[src/source/fetch_pkg.sv]
// ====================
// Fetch/decode shared definitions
// Word and line types, opcode and ALU enums, control bundle
// and the request/response structs between the blocks
// ====================

package fetch_pkg;

  // Basic widths
  localparam int WORD_BITS        = 32;
  localparam int LINE_WORDS       = 4;
  localparam int LINE_BITS        = LINE_WORDS * WORD_BITS;
  // Byte offset inside a word, word offset inside a line
  localparam int BYTE_OFFSET_BITS = 2;
  localparam int LINE_OFFSET_BITS = $clog2(LINE_WORDS);
  localparam int LINE_BYTE_BITS   = LINE_OFFSET_BITS + BYTE_OFFSET_BITS;

  typedef logic [WORD_BITS-1:0] word_t;
  // Lowest address word sits in the low bits
  typedef logic [LINE_BITS-1:0] line_t;

  // RV32I major opcodes, other values are illegal
  typedef enum logic [6:0] {
    op_lui    = 7'b0110111,
    op_auipc  = 7'b0010111,
    op_jal    = 7'b1101111,
    op_jalr   = 7'b1100111,
    op_branch = 7'b1100011,
    op_load   = 7'b0000011,
    op_store  = 7'b0100011,
    op_imm    = 7'b0010011,
    op_reg    = 7'b0110011
  } opcode_e;

  typedef enum logic [1:0] {
    alu_add     = 2'b00,
    alu_sub_cmp = 2'b01,
    alu_func    = 2'b10,
    alu_pass    = 2'b11
  } alu_op_e;

  // 10-bit control bundle
  typedef struct packed {
    logic    reg_write;
    logic    mem_read;
    logic    mem_to_reg;
    logic    mem_write;
    logic    alu_src;
    logic    branch;
    logic    jump;
    alu_op_e alu_op;
    logic    illegal;
  } ctrl_t;

  typedef struct packed {
    logic  valid;
    word_t pc;
  } fetch_req_t;

  typedef struct packed {
    logic  done;
    word_t instr;
  } fetch_rsp_t;

  // Line address is the byte address shifted down by the line size
  typedef struct packed {
    logic  read;
    word_t line_addr;
  } mem_req_t;

  typedef struct packed {
    logic  valid;
    word_t pc;
    word_t instr;
    ctrl_t ctrl;
  } decoded_t;

endpackage

[src/source/fetch_stage.sv]
// ====================
// Fetch stage
// Program counter, request strobe and the fetch register
// holding each pc with its instruction word
// ====================

module fetch_stage
  import fetch_pkg::*;
#(
  parameter int MEM_WORDS = 256
) (
  input  logic       clk,
  input  logic       arst_n,
  input  logic       fetch_enable,
  output fetch_req_t fetch_req,
  input  fetch_rsp_t fetch_rsp,
  output logic       fetch_valid,
  output word_t      fetch_pc,
  output word_t      fetch_instr
);

  // Wrap mask for byte addresses, depth is a power of two
  localparam word_t PC_MASK = (word_t'(MEM_WORDS) << BYTE_OFFSET_BITS) - 1'b1;

  word_t pc;
  // Fetch outstanding in the cache
  logic  busy;
  logic  req_valid;
  word_t pc_next;

  // New request only when nothing is in flight
  assign req_valid = fetch_enable && !busy;
  assign fetch_req = '{valid: req_valid, pc: pc};

  // Sequential next pc with wrap at end of memory
  assign pc_next = (pc + word_t'(4)) & PC_MASK;

  // Pc, busy flag and valid pulse
  always_ff @(posedge clk or negedge arst_n)
  begin
    if (!arst_n)
    begin
      pc          <= '0;
      busy        <= 1'b0;
      fetch_valid <= 1'b0;
    end
    else
    begin
      fetch_valid <= fetch_rsp.done;
      if (fetch_rsp.done)
      begin
        busy <= 1'b0;
        pc   <= pc_next;
      end
      else if (req_valid)
      begin
        busy <= 1'b1;
      end
    end
  end

  // Fetch register payload
  always_ff @(posedge clk)
  begin
    if (fetch_rsp.done)
    begin
      fetch_pc    <= pc;
      fetch_instr <= fetch_rsp.instr;
    end
  end

endmodule

[config.mk]
export PLATFORM = sky130hd
export DESIGN_NAME = fetch_stage
export DESIGN_NICKNAME = d
export VERILOG_FILES = /design/src/source/fetch_pkg.sv /design/src/source/fetch_stage.sv
export SDC_FILE = /design/constraint.sdc
export NUM_CORES = 1
export LEC_CHECK = 0
export ABC_AREA = 1
export BUFFER_PORTS_ARGS = -buffer_cell sky130_fd_sc_hd__buf_2
export CORE_MARGIN = 3
export CORE_UTILIZATION = 46
export CTS_BUF_LIST = sky130_fd_sc_hd__clkbuf_4 sky130_fd_sc_hd__clkbuf_8
export CTS_CLUSTER_SIZE = 12
export DETAILED_ROUTE_END_ITERATION = 10
export MAX_ROUTING_LAYER = met4
export PLACE_DENSITY = 0.87
export SYNTH_ARGS = -nofsm -noshare
export SYNTH_HDL_FRONTEND = slang
export SYNTH_SLANG_ARGS = --single-unit
[constraint.sdc]
create_clock -name clk -period 3.3 [get_ports clk]
set_input_delay 0.495 -clock clk [delete_from_list [all_inputs] [get_ports clk]]
set_output_delay 0.495 -clock clk [all_outputs]
set_load 0.01 [all_outputs]
==> reports/results.tsv <==
metric	value	unit
status	finished clean	
# fillers	321	
Sink Count	50	
antenna violations before repair	0	
cts hold-fix bufs	0	
Site Rows	23	
Syn Std Cell Area	2031	um2
slowest CP cell	dfrtp_1	
CTS tree	done	
# resized after CTS	0	
Max Cap Violations	0	
Final Setup Violations	0	
final period utilization	43.27	%
drt pass-1 iters	4	
Sw Share	29.33	%
Setup Buffers After CTS	0	
Compound-Gate Fraction of Synth Area	0	%
Comb pwr share	20.4	%
DRT iter0 DRCs	87	
CP max stage delay	0.47	ns
Starting Density	49.35	%
clock slew at reported path FFs	0.08	ns
Peak Freq	700.4	MHz
first-pass GRT wire length	5202	um
mux cell area share after synthesis	0.5545	%
GPL Wtd Cong	0.7793	
clock skew	0.003742	ns
Final ANT Viol Nets	0	
Max VDD drop	0.2931	mV
post-synthesis adder-cell area fraction	0.6161	%
internal cell power	1084	uW
CP startpoint kind	flop	
Clock Power Share	22.2	%
sequential share of power	57.4	%
power density over the cells	632.4	nW/um2
Post-Syn Instances	138	
most frequent cells in the layout	85 x buf_2, 48 x conb_1, 40 x edfxtp_1, 13 x nand2_1, 10 x dfrtp_1	
Worst EP arrival	0.93	ns
Clock Latency Late Sink	0.29	ns
crit-path leading delay family	flip-flops	
DRT Wirelength	3763	um
Via density	4.229	
Top Ports	134	
die area	5248	um2
Slew Viols, Final	0	
Worst EP required	2.80	ns
Syn Area/Cell	14.72	um2
Longest Clk Path Bufs	2	
routed via count	1184	
WL/cell	13.44	um
Placeable Area	4115	um2
CP endpoint kind	output port	
setup TNS	0	ns
Die X	72.44	um
die outline height	72.44	um
gr ovfl total	0	
switching power	449.7	uW
commonest non-fill, non-tap cell in the layout	buf_2	
H-Tree Depth	2	
RSZ-0062 raised after global routing	false	
HP Class	input port to asynchronous set/reset pin	
CTS Buf Count	5	
critical path, cell by cell	buf_2	
hold slack	0.05062	ns
simple-gate share of the synthesized area	6.038	%
largest family of logic cells by synthesized area	buffers and inverters	
largest net degree at the start of global routing	30	
Final Hold Fails	0	
Total GRT Usage	13.75	%
vias in the first global route	1019	
#FFs+latches synth	50	
crit-path max FO	6	
Final HPWL DP	3030	um
minimum clock period	1.428	ns
Port Buffers	85	
buffer and inverter count on the worst path	1	
Setup CP Type	flop to output port	
P&R area growth vs syn	19.41	%
Leakage	0.001168	uW
synth warn	0	
layout cell share with drive strength beyond 1	43.04	%
Netlist cell types	15	
sequential share of the synthesized area	71.47	%
# diodes	0	
Layout Nets	266	
Residual DRC	0	
CTS root buffer	clkbuf_8	
Post-Synth XOR/XNOR Area	1.725	%
-- worst register-to-register path: stages, from the launching register on --
cell and delay (ns):
dfrtp_1 0.45, ha_1 0.31, mux2_1 0.29
-- cell usage after synthesis --
master | count | area share, %
buf_4 | 49 | 18
edfxtp_1 | 40 | 59
nand2_1 | 13 | 2.4
dfrtp_1 | 10 | 12
inv_1 | 7 | 1.3
nor2_1 | 4 | 0.74
nand2_2 | 3 | 0.92
xor2_1 | 3 | 1.3
nand3_1 | 2 | 0.49
nor2_4 | 2 | 1.1
conb_1 | 1 | 0.18
ha_1 | 1 | 0.62
mux2_1 | 1 | 0.55
nand3b_1 | 1 | 0.37
xnor2_1 | 1 | 0.43
-- registers in the layout, summed over array words and instances (netlist names) --
register and count:
pc 8, busy 1, fetch_pc 8, fetch_instr 32
fetch_valid 1
-- stage by stage --
stage	total power (uW)	utilization (%)	cells	cell area [um2]	worst slack (ns)
3_5_place_dp	1211	56.73	272	2335	1.696
4_1_cts	1546	58.92	280	2425	1.860
3_3_place_gp	1201	56.73	272	2335	1.735
6_report	1533	58.92	280	2425	1.872
2_1_floorplan	1090	-	185	2207	2.106
5_1_grt	1614	58.92	280	2425	1.825
-- logic make-up after synthesis --
kind of cell,Yosys count
xor+xnor,4
fa+ha+maj,1
buf+inv,56
flops,50
mux,1
other cells,1
simple gates,25
-- layer usage --
layer | routed length (um) | GRT usage, %
met1 | 1384 | 15.45
met3 | 603 | 4.986
met4 | 44 | 4.303
met5 | 0 | -
met2 | 1730 | 22.95
-- power groups by stage --
stage / sequential (uW) / combinational, uW / clock (uW)
6_report: 880 / 313 / 341
5_1_grt: 894 / 346 / 373
4_1_cts: 881 / 318 / 347
3_5_place_dp: 892 / 319 / 0
3_3_place_gp: 891 / 310 / 0
2_1_floorplan: 931 / 159 / 0
-- final timing paths --
check	slack, ns	end	cells after the start	startpoint
min reg2reg	0.51	busy	2	busy
max	1.87	fetch_req[5]	1	pc[5]
max in group asynchronous	3.05	pc[7]	1	arst_n
max reg2reg	2.14	pc[3]	2	pc[2]
min in group clk	0.38	fetch_instr[0]	1	fetch_rsp[0]
min	0.05	busy	1	arst_n
-- layout make-up --
class | count | area (um2) | area share, %
sequential | 50 | 1451 | 59.86
timing repair buffer | 86 | 432.9 | 17.85
multi-input combinational | 79 | 361.6 | 14.91
clock buffer | 6 | 76.32 | 3.148
tap | 50 | 62.56 | 2.580
inverter | 7 | 26.28 | 1.084
clock inverter | 2 | 13.76 | 0.5676
Note: power is estimated with default switching activity, not from simulation.
