==> config.mk <==
export PLATFORM = sky130hd
export DESIGN_NAME = icache
export DESIGN_NICKNAME = d
export VERILOG_FILES = /design/src/source/fetch_pkg.sv /design/src/source/icache.sv
export SDC_FILE = /design/constraint.sdc
export NUM_CORES = 1
export LEC_CHECK = 0
export CAP_MARGIN = 10
export CORE_AREA = 2 2 283 285
export DETAILED_ROUTE_END_ITERATION = 8
export DIE_AREA = 0 0 285 287
export DONT_BUFFER_PORTS = 1
export PLACE_DENSITY = 0.78
export SLEW_MARGIN = 30
export SYNTH_ARGS = -nofsm -noshare
export SYNTH_HDL_FRONTEND = slang
export SYNTH_SLANG_ARGS = --single-unit
==> constraint.sdc <==
create_clock -name clk -period 19.52 [get_ports clk]
set_clock_uncertainty 0.1 [all_clocks]
set_input_delay 0.976 -clock clk [delete_from_list [all_inputs] [get_ports clk]]
set_output_delay 0.976 -clock clk [all_outputs]
set_load 0.05 [all_outputs]
==> src/source/fetch_pkg.sv <==
// ====================
// Fetch/decode shared definitions
// Word and line types, opcode and ALU enums, control bundle
// and the request/response structs between the blocks
// ====================

package fetch_pkg;

  // Basic widths
  localparam int WORD_BITS        = 32;
  localparam int LINE_WORDS       = 4;
  localparam int LINE_BITS        = LINE_WORDS * WORD_BITS;
  // Byte offset inside a word, word offset inside a line
  localparam int BYTE_OFFSET_BITS = 2;
  localparam int LINE_OFFSET_BITS = $clog2(LINE_WORDS);
  localparam int LINE_BYTE_BITS   = LINE_OFFSET_BITS + BYTE_OFFSET_BITS;

  typedef logic [WORD_BITS-1:0] word_t;
  // Lowest address word sits in the low bits
  typedef logic [LINE_BITS-1:0] line_t;

  // RV32I major opcodes, other values are illegal
  typedef enum logic [6:0] {
    op_lui    = 7'b0110111,
    op_auipc  = 7'b0010111,
    op_jal    = 7'b1101111,
    op_jalr   = 7'b1100111,
    op_branch = 7'b1100011,
    op_load   = 7'b0000011,
    op_store  = 7'b0100011,
    op_imm    = 7'b0010011,
    op_reg    = 7'b0110011
  } opcode_e;

  typedef enum logic [1:0] {
    alu_add     = 2'b00,
    alu_sub_cmp = 2'b01,
    alu_func    = 2'b10,
    alu_pass    = 2'b11
  } alu_op_e;

  // 10-bit control bundle
  typedef struct packed {
    logic    reg_write;
    logic    mem_read;
    logic    mem_to_reg;
    logic    mem_write;
    logic    alu_src;
    logic    branch;
    logic    jump;
    alu_op_e alu_op;
    logic    illegal;
  } ctrl_t;

  typedef struct packed {
    logic  valid;
    word_t pc;
  } fetch_req_t;

  typedef struct packed {
    logic  done;
    word_t instr;
  } fetch_rsp_t;

  // Line address is the byte address shifted down by the line size
  typedef struct packed {
    logic  read;
    word_t line_addr;
  } mem_req_t;

  typedef struct packed {
    logic  valid;
    word_t pc;
    word_t instr;
    ctrl_t ctrl;
  } decoded_t;

endpackage

==> src/source/icache.sv <==
// ====================
// Direct-mapped instruction cache
// Valid, tag and data arrays with a blocking refill FSM,
// one outstanding fetch at a time
// ====================

module icache
  import fetch_pkg::*;
#(
  parameter int CACHE_LINES = 8
) (
  input  logic       clk,
  input  logic       arst_n,
  input  fetch_req_t fetch_req,
  output fetch_rsp_t fetch_rsp,
  output mem_req_t   mem_req,
  input  logic       mem_ready,
  input  line_t      mem_line
);

  localparam int INDEX_BITS = $clog2(CACHE_LINES);
  localparam int TAG_LSB    = LINE_BYTE_BITS + INDEX_BITS;
  localparam int TAG_BITS   = WORD_BITS - TAG_LSB;

  typedef enum logic [1:0] {
    idle,
    lookup,
    refill_issue,
    refill_wait
  } state_e;

  state_e state;

  // Registered copy of the request pc
  word_t req_pc;

  // Cache arrays
  line_t                 data_q  [CACHE_LINES];
  logic [TAG_BITS-1:0]   tag_q   [CACHE_LINES];
  logic [CACHE_LINES-1:0] valid_q;

  // Address fields of the held request
  logic [LINE_OFFSET_BITS-1:0] req_off;
  logic [INDEX_BITS-1:0]       req_idx;
  logic [TAG_BITS-1:0]         req_tag;

  logic  hit;
  line_t hit_line;
  logic  fill;

  assign req_off  = req_pc[BYTE_OFFSET_BITS +: LINE_OFFSET_BITS];
  assign req_idx  = req_pc[LINE_BYTE_BITS +: INDEX_BITS];
  assign req_tag  = req_pc[TAG_LSB +: TAG_BITS];
  assign hit_line = data_q[req_idx];
  assign hit      = valid_q[req_idx] && (tag_q[req_idx] == req_tag);

  // Line arrives from memory
  assign fill = (state == refill_wait) && mem_ready;

  // Refill FSM
  always_ff @(posedge clk or negedge arst_n)
  begin
    if (!arst_n)
    begin
      state <= idle;
    end
    else
    begin
      case (state)
        idle:
        begin
          if (fetch_req.valid)
          begin
            state <= lookup;
          end
        end
        // Hit returns here, miss goes to memory
        lookup:       state <= hit ? idle : refill_issue;
        refill_issue: state <= refill_wait;
        refill_wait:
        begin
          if (mem_ready)
          begin
            state <= idle;
          end
        end
        default:      state <= idle;
      endcase
    end
  end

  // Valid bits, all lines invalid after reset
  always_ff @(posedge clk or negedge arst_n)
  begin
    if (!arst_n)
    begin
      valid_q <= '0;
    end
    else if (fill)
    begin
      valid_q[req_idx] <= 1'b1;
    end
  end

  // Request capture and line/tag write
  always_ff @(posedge clk)
  begin
    if ((state == idle) && fetch_req.valid)
    begin
      req_pc <= fetch_req.pc;
    end
    if (fill)
    begin
      data_q[req_idx] <= mem_line;
      tag_q[req_idx]  <= req_tag;
    end
  end

  // Single read strobe while issuing
  assign mem_req = '{read: (state == refill_issue),
                     line_addr: word_t'(req_pc >> LINE_BYTE_BITS)};

  // Done on a hit in lookup or when the refill line is in
  always_comb
  begin
    fetch_rsp.done  = 1'b0;
    fetch_rsp.instr = hit_line[req_off*WORD_BITS +: WORD_BITS];
    if (state == lookup)
    begin
      fetch_rsp.done = hit;
    end
    else if (fill)
    begin
      // Word straight from the incoming line
      fetch_rsp.done  = 1'b1;
      fetch_rsp.instr = mem_line[req_off*WORD_BITS +: WORD_BITS];
    end
  end

endmodule

==> metrics <==
status=complete, no violations; Crit. End Element=primary output; DRT Wirelength=100 mm; row count=103; Yosys reg bits=1267; Post-synth EDFFs=approximately 1300; unrepaired setup endpoints after global routing=false; Final WS setup=12710 ps; IO Pins=230; remaining antenna violation count=0; GRT Util Overall=0.252; 1st-pass router iterations=5; slew margin rel.=0.307; crit path DAT=around 5700 ps; Avg Vias per Cell=6.71; power density cells=119 nW/um^2; Max VDD drop=around 0.095 mV; first-pass GRT wire length=between 150 and 200 mm; setup TNS=0 ps; starting density of the core=0.626; CTS Root Cell=clkbuf_16; CP cell instances=buf_4, buf_16, buf_6, mux4_2, mux2i_1, xnor2_1, nor4_1, nand4_1, o21ai_2; crit path kind=reg -> out; DR WL/cell=approximately 31 um; CTS sink cnt=1267; total number of vias=approximately 21000; Layout area overhead=10.9%; Placed Cells incl. Taps=2968; Die Wd=approximately 290 um; Least-Margin Pin Slew=1040 ps; Yosys cell types=37; Final Hold Viols=0; clk buf depth=3; vias in the first global route=23400; CTS buffer count=130; f_max=147 MHz; design area=54600 sq um; post-synthesis cell area=49200 sq um; CP peak stage delay=950 ps; Final nets=2219; Core Footprint=78600 sq um; Min Hold Slack=257 ps; synthesized area per cell=~24 sq um; Routability Congestion=0.745; Setup WS pre-CTS=13290 ps; Synth Warn #=0; Pwr Total=~6.5 mW; Multi-input gate area=10700 sq um; slowest stage cell, crit path=dfxtp_4; 1st-iter DRT viols=approximately 2200; DP Area=a little over 50000 sq um; CTS tree=yes; clk slew on worst S/H paths=60 ps; CP max FO=69; Critical Path End=fetch_rsp[32]; final worst path period need=between 6000 and 7000 ps; largest net degree at the start of global routing=138; worst hold path type=in -> reg; Worst-Skew Late Latency=700 ps; chip height=287 um; Final HPWL DP=~47 mm; period utilization=0.349; Worst setup SP type=register; Port-buffer cells=0; post-CTS setup buffers=0; pins over their slew limit=0; total global routing overflow=0; reg2reg path depth=9; post-synthesis sequential area ratio=0.771; Max Cap Viol=0; Die ar.=81800 sq um; Final Core Density=0.694; Leak=17.0 nW; Sequential cell area=between 30000 and 40000 sq um; Top FF cell, synth=edfxtp_1; Post-Syn Instances=2015; FFs w/ async S/R, synth=0.00789; fin cells=3204; FF-to-FF setup slack=around 15000 ps; layout cell share with drive strength beyond 1=0.308; # setup viols final=0; fillers=4452; H-tree depth=4; worst path required time=around 18000 ps; drc violations=0; initial antenna violation count=1
-- cell families (layout without fill, tap and decap cells) --
kind of cell / count (synthesis) / count (layout) / synth area share
AO/OA/AOI/OAI: 44 / 44 / 0.00501
buffers and inverters: 139 / 272 / 0.0155
XOR/XNOR: 23 / 23 / 0.00409
flip-flops: 1267 / 1267 / 0.771
multiplexers: 467 / 467 / 0.197
other: 1 / 7 / 0.0000762
AND/OR/NAND/NOR: 74 / 74 / 0.00714
-- power by group --
part / switching [mW] / internal, mW
logic: 0.511 / 0.382
registers: 0.0944 / 3.13
clock network: 0.998 / 1.37
total: 1.60 / 4.88
-- timing repair --
| action | CTS | global route |
|---|---|---|
| resized for setup | 0 | 0 |
| endpoints found under the hold margin | 10 | 0 |
| hold buffers | 1 | 0 |
-- per-layer routing --
metal / global-route usage / wire length (um) / vias up
li1: - / - / 8739
met1: 0.333 / 37900 / 11600
met4: 0.0766 / 2080 / 0
met5: 0 / 0 / -
met2: 0.421 / 52100 / 1008
met3: 0.0641 / 8360 / 139
-- cell usage in the layout, fill, tap and decap left out, types with 3 or more instances in the layout --
master / count
diode_2: 3
a21oi_1: 10
dfrtp_1: 10
nor4_1: 3
mux2_2: 6
nor3_2: 3
nand2_1: 3
clkbuf_16: 135
xor2_1: 11
buf_12: 9
inv_6: 5
clkinv_8: 4
buf_4: 25
bufinv_16: 8
or2_2: 8
nor2b_1: 4
conb_1: 4
mux2i_1: 61
mux4_1: 4
a21oi_2: 24
xnor2_1: 12
clkinv_2: 15
nor2_4: 3
nand4_1: 3
clkbuf_1: 21
clkinv_1: 35
buf_16: 4
edfxtp_1: 1254
dfxtp_4: 3
nor2_1: 36
buf_6: 4
mux4_2: 396
-- worst min-delay path by stage --
stage	start	endpoint	slack [ps]	cells past startpoint
floorplan	valid_q[2]$_DFFE_PN0P_	valid_q[2]$_DFFE_PN0P_	330	1
global placement	valid_q[2]$_DFFE_PN0P_	valid_q[2]$_DFFE_PN0P_	350	1
detailed placement	valid_q[7]$_DFFE_PN0P_	valid_q[7]$_DFFE_PN0P_	360	1
CTS	mem_line[120]	data_q[2][120]$_DFFE_PP_	210	0
global route	mem_line[119]	data_q[4][119]$_DFFE_PP_	210	0
finish	mem_line[25]	data_q[2][25]$_DFFE_PP_	260	0
-- synthesized netlist by cell type (all sizes together), types with 6 or more instances --
cell type	n	area, sq um
nor2	39	146
mux2i	61	611
xnor2	12	105
mux2	6	67.6
clkbuf	30	113
edfxtp	1254	37700
dfrtp	10	250
buf	108	644
a21oi	34	170
or2	8	50.1
xor2	11	96.3
mux4	400	9020
-- registers in the layout (all words and copies together), names as in the netlist, named ones only --
name / cells
valid_q: 8
state: 1
tag_q: 200
data_q: 1024
req_pc: 30
-- cell type report --
type / instances / share of cell area
Clock buffer: 156 / 0.0633
Sequential cell: 1267 / 0.696
Antenna cell: 3 / 0.000138
Multi-Input combinational cell: 612 / 0.196
Timing Repair Buffer: 43 / 0.00976
Clock inverter: 72 / 0.0113
Tap cell: 1050 / 0.0241
Inverter: 1 / 0.0000688
-- critical path, delay by kind of cell, from the launching register on --
kind,cells,cell delay (ps)
simple gates,2,910
compound gates,1,590
xor+xnor,1,150
mux,2,880
buf+inv,3,1410
flops,1,950
Power figures use the tool's default switching activity.
