`src/source/fetch_pkg.sv`:
```
// ====================
// Fetch/decode shared definitions
// Word and line types, opcode and ALU enums, control bundle
// and the request/response structs between the blocks
// ====================

package fetch_pkg;

  // Basic widths
  localparam int WORD_BITS        = 32;
  localparam int LINE_WORDS       = 4;
  localparam int LINE_BITS        = LINE_WORDS * WORD_BITS;
  // Byte offset inside a word, word offset inside a line
  localparam int BYTE_OFFSET_BITS = 2;
  localparam int LINE_OFFSET_BITS = $clog2(LINE_WORDS);
  localparam int LINE_BYTE_BITS   = LINE_OFFSET_BITS + BYTE_OFFSET_BITS;

  typedef logic [WORD_BITS-1:0] word_t;
  // Lowest address word sits in the low bits
  typedef logic [LINE_BITS-1:0] line_t;

  // RV32I major opcodes, other values are illegal
  typedef enum logic [6:0] {
    op_lui    = 7'b0110111,
    op_auipc  = 7'b0010111,
    op_jal    = 7'b1101111,
    op_jalr   = 7'b1100111,
    op_branch = 7'b1100011,
    op_load   = 7'b0000011,
    op_store  = 7'b0100011,
    op_imm    = 7'b0010011,
    op_reg    = 7'b0110011
  } opcode_e;

  typedef enum logic [1:0] {
    alu_add     = 2'b00,
    alu_sub_cmp = 2'b01,
    alu_func    = 2'b10,
    alu_pass    = 2'b11
  } alu_op_e;

  // 10-bit control bundle
  typedef struct packed {
    logic    reg_write;
    logic    mem_read;
    logic    mem_to_reg;
    logic    mem_write;
    logic    alu_src;
    logic    branch;
    logic    jump;
    alu_op_e alu_op;
    logic    illegal;
  } ctrl_t;

  typedef struct packed {
    logic  valid;
    word_t pc;
  } fetch_req_t;

  typedef struct packed {
    logic  done;
    word_t instr;
  } fetch_rsp_t;

  // Line address is the byte address shifted down by the line size
  typedef struct packed {
    logic  read;
    word_t line_addr;
  } mem_req_t;

  typedef struct packed {
    logic  valid;
    word_t pc;
    word_t instr;
    ctrl_t ctrl;
  } decoded_t;

endpackage

```
`src/source/control_decoder.sv`:
```
// ====================
// Control decoder
// Major opcode to registered control bundle
// ====================

module control_decoder
  import fetch_pkg::*;
(
  input  logic     clk,
  input  logic     arst_n,
  input  logic     fetch_valid,
  input  word_t    fetch_pc,
  input  word_t    fetch_instr,
  output decoded_t dec_out
);

  opcode_e op;
  ctrl_t   ctrl_next;

  logic  valid_q;
  word_t pc_q;
  word_t instr_q;
  ctrl_t ctrl_q;

  assign op = opcode_e'(fetch_instr[6:0]);

  // Decode table
  always_comb
  begin
    ctrl_next        = '0;
    ctrl_next.alu_op = alu_add;
    case (op)
      op_lui:
      begin
        ctrl_next.reg_write = 1'b1;
        ctrl_next.alu_src   = 1'b1;
        ctrl_next.alu_op    = alu_pass;
      end
      op_auipc:
      begin
        ctrl_next.reg_write = 1'b1;
        ctrl_next.alu_src   = 1'b1;
      end
      op_jal:
      begin
        ctrl_next.reg_write = 1'b1;
        ctrl_next.jump      = 1'b1;
      end
      op_jalr:
      begin
        ctrl_next.reg_write = 1'b1;
        ctrl_next.jump      = 1'b1;
        ctrl_next.alu_src   = 1'b1;
      end
      op_branch:
      begin
        ctrl_next.branch = 1'b1;
        ctrl_next.alu_op = alu_sub_cmp;
      end
      op_load:
      begin
        ctrl_next.reg_write  = 1'b1;
        ctrl_next.mem_read   = 1'b1;
        ctrl_next.mem_to_reg = 1'b1;
        ctrl_next.alu_src    = 1'b1;
      end
      op_store:
      begin
        ctrl_next.mem_write = 1'b1;
        ctrl_next.alu_src   = 1'b1;
      end
      op_imm:
      begin
        ctrl_next.reg_write = 1'b1;
        ctrl_next.alu_src   = 1'b1;
        ctrl_next.alu_op    = alu_func;
      end
      op_reg:
      begin
        ctrl_next.reg_write = 1'b1;
        ctrl_next.alu_op    = alu_func;
      end
      // Unknown opcode, flag only
      default: ctrl_next.illegal = 1'b1;
    endcase
  end

  // Valid pulse
  always_ff @(posedge clk or negedge arst_n)
  begin
    if (!arst_n)
    begin
      valid_q <= 1'b0;
    end
    else
    begin
      valid_q <= fetch_valid;
    end
  end

  // Payload follows the fetch register
  always_ff @(posedge clk)
  begin
    if (fetch_valid)
    begin
      pc_q    <= fetch_pc;
      instr_q <= fetch_instr;
      ctrl_q  <= ctrl_next;
    end
  end

  assign dec_out = '{valid: valid_q, pc: pc_q, instr: instr_q, ctrl: ctrl_q};

endmodule

```
`config.mk`:
```
export PLATFORM = sky130hd
export DESIGN_NAME = control_decoder
export DESIGN_NICKNAME = d
export VERILOG_FILES = /design/src/source/fetch_pkg.sv /design/src/source/control_decoder.sv
export SDC_FILE = /design/constraint.sdc
export NUM_CORES = 1
export LEC_CHECK = 0
export ABC_AREA = 1
export BUFFER_PORTS_ARGS = -buffer_cell sky130_fd_sc_hd__buf_2
export CORE_MARGIN = 5
export CORE_UTILIZATION = 25
export DETAILED_ROUTE_END_ITERATION = 8
export PLACE_DENSITY = 0.56
export SYNTH_ARGS = -nofsm -noshare
export SYNTH_HDL_FRONTEND = slang
export SYNTH_SLANG_ARGS = --single-unit
```
`constraint.sdc`:
```
create_clock -name clk -period 1.1 [get_ports clk]
set_input_delay 0.11 -clock clk [delete_from_list [all_inputs] [get_ports clk]]
set_output_delay 0.11 -clock clk [all_outputs]
set_load 0.01 [all_outputs]
```
==> results of run 1 <==
==> Yosys cell counts (all sizes together) <==
cell type | n | area (µm²)
nand3 | 5 | 35.0
nor2 | 10 | 52.6
nor3 | 1 | 5.00
o21ai | 1 | 5.00
buf | 2 | 15.0
or2 | 1 | 6.26
o31ai | 1 | 7.51
nand2 | 7 | 31.3
edfxtp | 73 | 2190
dfrtp | 1 | 25.0
inv | 5 | 18.8
==> power by group through the flow <==
stage	logic, mW	registers (mW)	clock network [mW]
global route	0.803	3.41	2.99
CTS	0.748	3.39	2.84
floorplan	0.0305	3.57	0
detailed placement	0.568	3.45	0
finish	0.751	3.39	2.74
global placement	0.560	3.45	0
==> per-stage QoR <==
stage | hold slack (ns) | total power [mW] | util, % | cells | worst slack (ns)
after global placement | -0.113 | 4.01 | 35.4 | 377 | 0.0939
after global routing | 0.0128 | 7.20 | 45.1 | 457 | 0.0334
after CTS | 0.00246 | 6.97 | 45.1 | 457 | 0.0492
after detailed placement | -0.113 | 4.02 | 35.4 | 377 | 0.0852
final | 0.0361 | 6.88 | 45.1 | 457 | 0.0933
after floorplan | -0.186 | 3.60 | - | 107 | 0.256
==> registers in the layout, summed over array words and instances, names as in the netlist <==
register  cells
pc_q         32
valid_q       1
dec_out       9
instr_q      32
==> final timing paths <==
check | slack [ns] | cells past startpoint | startpoint | endpoint
setup / recovery | 0.09 | 1 | dec_out[3] | dec_out[3]
hold / removal | 0.04 | 1 | fetch_instr[5] | instr_q[5]
max in group asynchronous | 0.94 | 2 | arst_n | valid_q
min in group asynchronous | 0.08 | 2 | arst_n | valid_q
==> placed cells by master (no fill, tap or decap), types with 2 or more instances in the layout <==
master / instances
nor2_1: 4
buf_12: 2
nand3_1: 3
nand3_2: 2
bufinv_16: 4
nand2_1: 5
inv_1: 5
edfxtp_1: 73
buf_2: 141
clkbuf_8: 9
dlygate4sd3_1: 64
nor2_2: 6
nand2_2: 2
==> logic make-up after synthesis <==
group                  Yosys count  synth area share [%]
AOI/OAI and AO/OA                2                 0.523
DFF                             74                  92.6
and+or+nand+nor                 24                  5.44
buffers and inverters            7                  1.41
==> routing by layer <==
layer	track usage, %	routed length [µm]
met5	0	0
met4	3.61	86
met3	4.80	700
met2	21.4	3550
met1	14.0	2890
==> area by class of cell <==
cell class                 count  area [µm²]
multi-input combinational     26         143
clock inverter                 6         138
timing repair buffer         207        1390
clock buffer                  10         128
sequential                    74        2220
inverter                       5        18.8
fill                         842        5090
tap                          129         161
==> timing repair <==
action,CTS,global route
resized for setup,0,0
hold buffers,64,0
hold endpoints to repair,64,0
==> summary.md, run 1 <==
| Metric | Value |
|---|---|
| Switching power | 1.41 mW |
| Layout cells sized above 1 | about half |
| Design area | 0.00419 mm² |
| CTS buffer count | 9 |
| Number of distinct library cells after synthesis | 14 |
| HPWL after DPL | ~4.7 mm |
| CP Max Fanout | 1 |
| Initial antenna violation count | 0 |
| Routed wire length | 7.23 mm |
| Drt pass-1 iters | 4 |
| Setup tns final | 0 ns |
| DRT iter0 DRCs | between 40 and 50 |
| TritonCTS clock tree | done |
| Post-CTS Setup Repair Bufs | 0 |
| Cells after synthesis | 107 |
| P&R area growth vs syn | 75.1% |
| Max Cap Viol | 0 |
| Crit path buf inv count | 1 |
| Die H | between 100 and 150 µm |
| Final Max Tran Viols | 0 |
| Largest net degree at the start of global routing | 48 |
| Seq pwr share | 49.3% |
| H-Tree Level Count | 3 |
| Syn Std Cell Area | around 0.0024 mm² |
| Leak | 1.78 nW |
| Die area | about 0.012 mm² |
| Total congestion overflow | 0 |
| Clock Root Buffer | clkbuf_8 |
| CP peak stage delay | 0.41 ns |
| Unrepaired setup endpoints after global routing | no |
| Delay-heaviest family, CP | flip-flops |
| CP Class | register to output port |
| DP Area | about 0.0033 mm² |
| Synthesized area per cell | approximately 22 µm² |
| Worst setup SP type | register |
| Slowest-stage cell, CP | edfxtp_1 |
| # rows | 35 |
| Placeable Area | a little over 0.009 mm² |
| Transition time of the tightest slew-check pin | 0.254 ns |
| Drt drc | 0 |
| Worst hold-check path type | primary input to register |
| CP Cell Sequence | buf_2 |
| Fin. Hold Viols | 0 |
| Clk sinks | 74 |
| Pwr Density | between 1500 and 2000 mW/mm² |
| Final net count | 390 |
| Buffers on Ports | approximately 140 |
| Combinational share of power | a little over a tenth |
| Fmax | 0.993 GHz |
| Vias per cell | 3.94 |
| CP required | between 0.9 and 1 ns |
| GR Util All Layers | around 12% |
| Relative slew slack | between 80% and 90% |
| Worst VDD drop | slightly above 0.7 mV |
| DR WL/cell | about 16 µm |
| Antenna viol nets, final | 0 |
| Syn_nets | 174 |
| Clock Power Share | roughly two fifths |
| N_diodes | 0 |
| DR vias | ~1800 |
| Boundary Pins | between 100 and 150 |
| Global-route wire length before repair | around 11 mm |
| Worst-path clk slew | about 0.080 ns |
| Seq/Total Area, Yosys | between 90 and 100% |
| RePlAce Congestion | around 0.74 |
| Final Cycle Share | 91.5% |
| Number of global-route vias before repair | just under 2000 |
| Final-report setup violation count | 0 |
| Max clock buf depth | 2 |
| Pint | 5.47 mW |
| Synth Warn # | 0 |
| Crit end category | output port |
| Initial Util | 25.8% |
| Die X | roughly 110 µm |
| #FFs+latches synth | 74 |
| Sw frac | between 20% and 30% |
| Status | finished, final reports clean |
| Worst EP arrival | about 0.90 ns |
| Minimum clock period | approximately 1 ns |
No activity file was read; power rests on OpenSTA's default activity.
==> run 2: changes to the inputs <==
==> constraint.sdc (replaced) <==
create_clock -name clk -period 1.1 [get_ports clk]
set_input_delay 0.055 -clock clk [delete_from_list [all_inputs] [get_ports clk]]
set_output_delay 0.055 -clock clk [all_outputs]
set_load 0.01 [all_outputs]
==> run 2 against run 1 <==
Against the previous run:
- global-route usage down 0.34 points
- core utilization down 0.85 points
- worst hold slack better by 0.063 ns
- worst setup slack better by 0.070 ns
- wire length down 2.6%
- critical endpoint is now dec_out[35]
- highest routed layer unchanged
==> summary.md, run 2 (same netlist as run 1, synthesis figures left out) <==
| Metric | Value |
|---|---|
| Status | finished, final reports clean |
| Placed cell count | 376 (-0.27%) |
| Final core utilization | 44.3% (-0.85 points) |
| Total congestion overflow | 0 (unchanged) |
| Clk sinks | 74 (unchanged) |
| Placeable Area | 0.00928 mm² (unchanged) |
| Clock Root Buffer | clkbuf_8 |
| Max clock buf depth | 2 (unchanged) |
| Design area | 0.00411 mm² (-1.9%) |
| Pwr Density | 1470 mW/mm² (-10%) |
| Worst-path clk slew | 0.08 ns (about the same) |
| Global-route wire length before repair | 10.4 mm (-2.7%) |
| Relative slew slack | 73.7% (-9.2 points) |
| Die area | 0.0116 mm² (unchanged) |
| Die X | 108 µm (unchanged) |
| Initial antenna violation count | 0 (unchanged) |
| CP Class | register to output port |
| Initial Util | 25.8% (unchanged) |
| CTS resizes | 0 (unchanged) |
| Buffers on Ports | 141 (unchanged) |
| Antenna viol nets, final | 0 (unchanged) |
| Area of the multi-input gates | 143 µm² (unchanged) |
| Final Cycle Share | 85.1% (-6.4 points) |
| Final net count | 391 (+0.26%) |
| Crit path buf inv count | 1 (unchanged) |
| CP peak stage delay | 0.39 ns (-0.02 ns) |
| # rows | 35 (unchanged) |
| CP Max Fanout | 1 (unchanged) |
| Unrepaired setup endpoints after global routing | no |
| Leak | 1.73 nW (-2.6%) |
| Number of global-route vias before repair | 1903 (-2.9%) |
| Most frequent cells in the layout | buf_2, edfxtp_1, dlygate4sd3_1 |
| Worst VDD drop | 0.442 mV (-38%) |
| H-Tree Level Count | 3 (unchanged) |
| Largest net degree at the start of global routing | 75 (+56%) |
| Boundary Pins | 142 (unchanged) |
| Crit end category | output port |
| Drt pass-1 iters | 3 (-1) |
| HPWL after DPL | 4.61 mm (-2.6%) |
| Vias per cell | 3.86 (-1.9%) |
| Worst setup SP type | register |
| DR WL/cell | 15.4 µm (-2.8%) |
| Setup tns final | 0 ns (unchanged) |
| RePlAce Congestion | 0.738 (+0.37%) |
| Worst hold-check path type | primary input to register |
| Commonest non-fill, non-tap cell in the layout | buf_2 |
| Final Max Tran Viols | 0 (unchanged) |
| CTS buffer count | 9 (unchanged) |
| Hold WS | 0.0988 ns (+0.0627 ns) |
| DRT iter0 DRCs | 73 (+62%) |
| Fmax | 1.07 GHz (+7.5%) |
| Worst EP arrival | 0.88 ns (-0.02 ns) |
| Slowest-stage cell, CP | edfxtp_1 |
| Delay-heaviest family, CP | flip-flops |
| Drt drc | 0 (unchanged) |
| GR Util All Layers | 12.0% (-0.34 points) |
| Fin cells | 458 (+0.22%) |
| P&R area growth vs syn | 71.8% |
| DP Area | 0.00327 mm² (-0.61%) |
| Routed wire length | 7.05 mm (-2.6%) |
| TritonCTS clock tree | done |
| N_diodes | 0 (unchanged) |
| Transition time of the tightest slew-check pin | 0.395 ns (+0.141 ns) |
| Filler instances | 853 (+1.3%) |
| Die H | 108 µm (unchanged) |
| Layout cells sized above 1 | 51.1% (-0.16 points) |
| CP Cell Sequence | buf_2 |
| Final setup margin | 0.164 ns (+0.0704 ns) |
| Power Total | 6.05 mW (-12%) |
| Minimum clock period | 0.936 ns (-0.0704 ns) |
| CP required | 1.04 ns (+0.05 ns) |
| Final-report setup violation count | 0 (unchanged) |
| FF+latch area | 0.00222 mm² (unchanged) |
| Max Cap Viol | 0 (unchanged) |
| Fin. Hold Viols | 0 (unchanged) |
| Pre-CTS setup slack | 0.123 ns (+0.0375 ns) |
| DR vias | 1769 (-1.7%) |
[run 2: cell count changes in the layout (fill, tap and decap cells not counted), sizes merged]
cell         before  now
bufinv            4    0
buf             143  142
dlygate4sd3      64   66
inv               6    7
clkinvlp          0    3
[run 2: layout make-up]
| class | instances | share of cell area (%) |
|---|---|---|
| Sequential cell | 74 | 53.9 |
| Timing Repair Buffer | 208 | 33.7 |
| Tap cell | 129 | 3.92 |
| Multi-Input combinational cell | 26 | 3.47 |
| Clock buffer | 10 | 3.35 |
| Clock inverter | 6 | 1.19 |
| Inverter | 5 | 0.456 |
[run 2: power breakdown]
part | leakage (nW) | internal, mW | switching [mW] | total, mW
Clock | 0.0855 | 0.899 | 1.01 | 1.91
Sequential | 0.724 | 3.33 | 0.0603 | 3.39
Combinational | 0.919 | 0.387 | 0.356 | 0.743
[run 2: per-layer routing]
layer / vias up / global-route usage [%] / wire length, µm
li1: 835 / - / -
met1: 829 / 13.2 / 2780
met2: 97 / 20.9 / 3480
met3: 8 / 4.44 / 713
met4: 0 / 4.42 / 78
met5: - / 0 / 0
[run 2: worst paths after layout]
check	startpoint	slack, ns	cells past startpoint	endpoint
max	instr_q[25]	0.16	1	dec_out[35]
min	fetch_instr[4]	0.1	2	dec_out[8]
max in group asynchronous	arst_n	0.43	3	valid_q
min in group asynchronous	arst_n	0.56	3	valid_q
[run 2: what timing repair did]
item | CTS | global route
buffers inserted | 0 | 0
hold buffers | 66 | 0
hold endpoints to repair | 65 | 0
==> run 3: changes to the inputs <==
Settings changed: CELL_PAD_IN_SITES_DETAIL_PLACEMENT set to 0, CELL_PAD_IN_SITES_GLOBAL_PLACEMENT set to 2, CORE_MARGIN 5 to not set, PLACE_DENSITY 0.56 to 0.76.
==> run 3 against run 2 <==
Against the previous run:
- die area down 14%
- clock-buffer cell count is the same
- power increased by 8.3%
- combinational power is 0.5% lower
- sequential share of layout area shrank 0.93 points
- largest power group unchanged
- core utilization up 1.0 points
- clock power up 27%
- first-iteration DRC count down 60%
- non-clock buffer count stayed put
- critical path type is now primary input to register
==> summary.md, run 3 (same netlist as run 1, synthesis figures left out) <==
| Metric | Value |
|---|---|
| Placeable Area | 0.00924 mm² (-0.47%) |
| Leak | 1.77 nW (+2.6%) |
| Commonest non-fill, non-tap cell in the layout | buf_2 |
| TritonCTS clock tree | done |
| P&R area growth vs syn | 74.9% |
| Pre-CTS setup slack | 0.136 ns (+0.0133 ns) |
| CP peak stage delay | 0.58 ns (+0.19 ns) |
| GR Util All Layers | 12.2% (+0.20 points) |
| Fmax | 0.958 GHz (-10%) |
| Buffers on Ports | 141 (unchanged) |
| CP Max Fanout | 7 (+6) |
| CP Class | primary input to register |
| Routed wire length | 6.01 mm (-15%) |
| Design area | 0.00419 mm² (+1.8%) |
| Layout cells sized above 1 | 50.9% (-0.15 points) |
| RePlAce Congestion | 0.744 (+0.75%) |
| Clock Root Buffer | clkbuf_8 |
| Antenna viol nets, final | 0 (unchanged) |
| Sw frac | 20.3% (-3.3 points) |
| Minimum clock period | 1.04 ns (+0.107 ns) |
| H-Tree Level Count | 3 (unchanged) |
| Max Cap Viol | 0 (unchanged) |
| HPWL after DPL | 4.05 mm (-12%) |
| Most frequent cells in the layout | buf_2, edfxtp_1, dlygate4sd3_1 |
| CP Cell Sequence | dlygate4sd3_1 -> nand2_1 -> inv_1 -> nand2_4 -> nor2_2 -> nor2_2 -> nand2_2 -> nor2_2 |
| Number of global-route vias before repair | 1762 (-7.4%) |
| Drt pass-1 iters | 4 (+1) |
| Final setup margin | 0.0567 ns (-0.107 ns) |
| Clk sinks | 74 (unchanged) |
| Initial antenna violation count | 0 (unchanged) |
| Largest net degree at the start of global routing | 43 (-43%) |
| Die H | 99.8 µm (-7.4%) |
| Pwr Density | 1560 mW/mm² (+6.4%) |
| Slowest-stage cell, CP | dlygate4sd3_1 |
| Final net count | 391 (unchanged) |
| Worst hold-check path type | primary input to register |
| Switching power | 1.33 mW (-7.0%) |
| Final Cycle Share | 94.8% (+9.7 points) |
| Boundary Pins | 142 (unchanged) |
| Initial Util | 25.9% (+0.12 points) |
| Worst EP arrival | 1.13 ns (+0.25 ns) |
| DR WL/cell | 13.2 µm (-14%) |
| Die area | 0.00997 mm² (-14%) |
| DR vias | 1747 (-1.2%) |
| Area of the multi-input gates | 155 µm² (+8.8%) |
| Die X | 99.8 µm (-7.4%) |
| Relative slew slack | 85.6% (+12 points) |
| CP required | 1.19 ns (+0.15 ns) |
| Clock Power Share | 37.0% (+5.4 points) |
| Most common cell on crit path | nor2_2 |
| Hold WS | 0.0862 ns (-0.0125 ns) |
| Post-CTS Setup Repair Bufs | 0 (unchanged) |
| Worst VDD drop | 0.678 mV (+54%) |
| Combinational share of power | 11.3% (-1.0 points) |
| FF+latch area | 0.00222 mm² (unchanged) |
| Crit path to | dec_out[0] |
| N_diodes | 0 (unchanged) |
| # rows | 35 (unchanged) |
| Drt drc | 0 (unchanged) |
| Pint | 5.22 mW (+13%) |
| Global-route wire length before repair | 8.70 mm (-17%) |
| Status | finished, final reports clean |
| Final Max Tran Viols | 0 (unchanged) |
| Vias per cell | 3.82 (-1.0%) |
| Final-report setup violation count | 0 (unchanged) |
| Max clock buf depth | 2 (unchanged) |
| Worst setup SP type | primary input |
| DP Area | 0.00329 mm² (+0.61%) |
| Setup tns final | 0 ns (unchanged) |
| Filler instances | 846 (-0.82%) |
| Transition time of the tightest slew-check pin | 0.214 ns (-0.181 ns) |
| Worst Setup SP | fetch_instr[0] |
| Fin. Hold Viols | 0 (unchanged) |
| Crit end category | register |
| CTS buffer count | 9 (unchanged) |
| Seq pwr share | 51.7% (-4.4 points) |
| DRT iter0 DRCs | 29 (-60%) |
| Total congestion overflow | 0 (unchanged) |
| Worst-path clk slew | 0.07 ns (about the same) |
==> run 3: critical path, delay by kind of cell <==
family,cells,cell delay (ns)
buffers and inverters,2,0.67
AND/OR/NAND/NOR,6,0.40
==> run 3: area by class of cell <==
type                    instances  area share, %
clock buffers                  10           3.05
repair buffers                208           33.5
clock inverters                 5           2.48
inverters                       5          0.448
multi-input cells              26           3.71
well taps                     129           3.86
flip-flops and latches         74           53.0
==> run 3: timing repair <==
item / 4_1_cts / 5_1_grt
endpoints found under the hold margin: 65 / 0
setup endpoints to repair: 0 / 3
hold buffers: 66 / 0
gates resized for setup: 0 / 3
==> run 3: worst min-delay path by stage <==
stage               cells past startpoint           start  slack (ns)    endpoint
global route                            2  fetch_instr[4]        0.07  dec_out[8]
global placement                        1          arst_n       -0.17     valid_q
detailed placement                      1          arst_n       -0.17     valid_q
floorplan                               0          arst_n       -0.24     valid_q
finish                                  2  fetch_instr[4]        0.09  dec_out[8]
CTS                                     2  fetch_instr[4]        0.05  dec_out[8]
==> run 3: per-stage QoR <==
stage                     cells  power (mW)  utilization (%)
final                       457        6.55             45.3
after global routing        457        6.83             45.3
after CTS                   458        6.65             45.2
after detailed placement    377        4.00             35.6
after global placement      377        3.99             35.6
after floorplan             107        3.60                -
==> run 3: metal layers <==
layer,vias up,global-route usage (%),routed length (µm),share of wire (%)
met3,7,5.15,471,7.8
met5,-,0,0,0
met2,84,21.7,3140,52
met4,0,5.09,73,1.2
met1,823,12.5,2330,39
li1,833,-,-,-
==> run 3: power groups by stage <==
| stage | Clock [mW] | Combinational [mW] | Sequential (mW) |
|---|---|---|---|
| 6_report | 2.43 | 0.739 | 3.38 |
| 5_1_grt | 2.63 | 0.801 | 3.40 |
| 4_1_cts | 2.52 | 0.744 | 3.38 |
| 3_5_place_dp | 0 | 0.560 | 3.44 |
| 3_3_place_gp | 0 | 0.550 | 3.44 |
| 2_1_floorplan | 0 | 0.0305 | 3.57 |
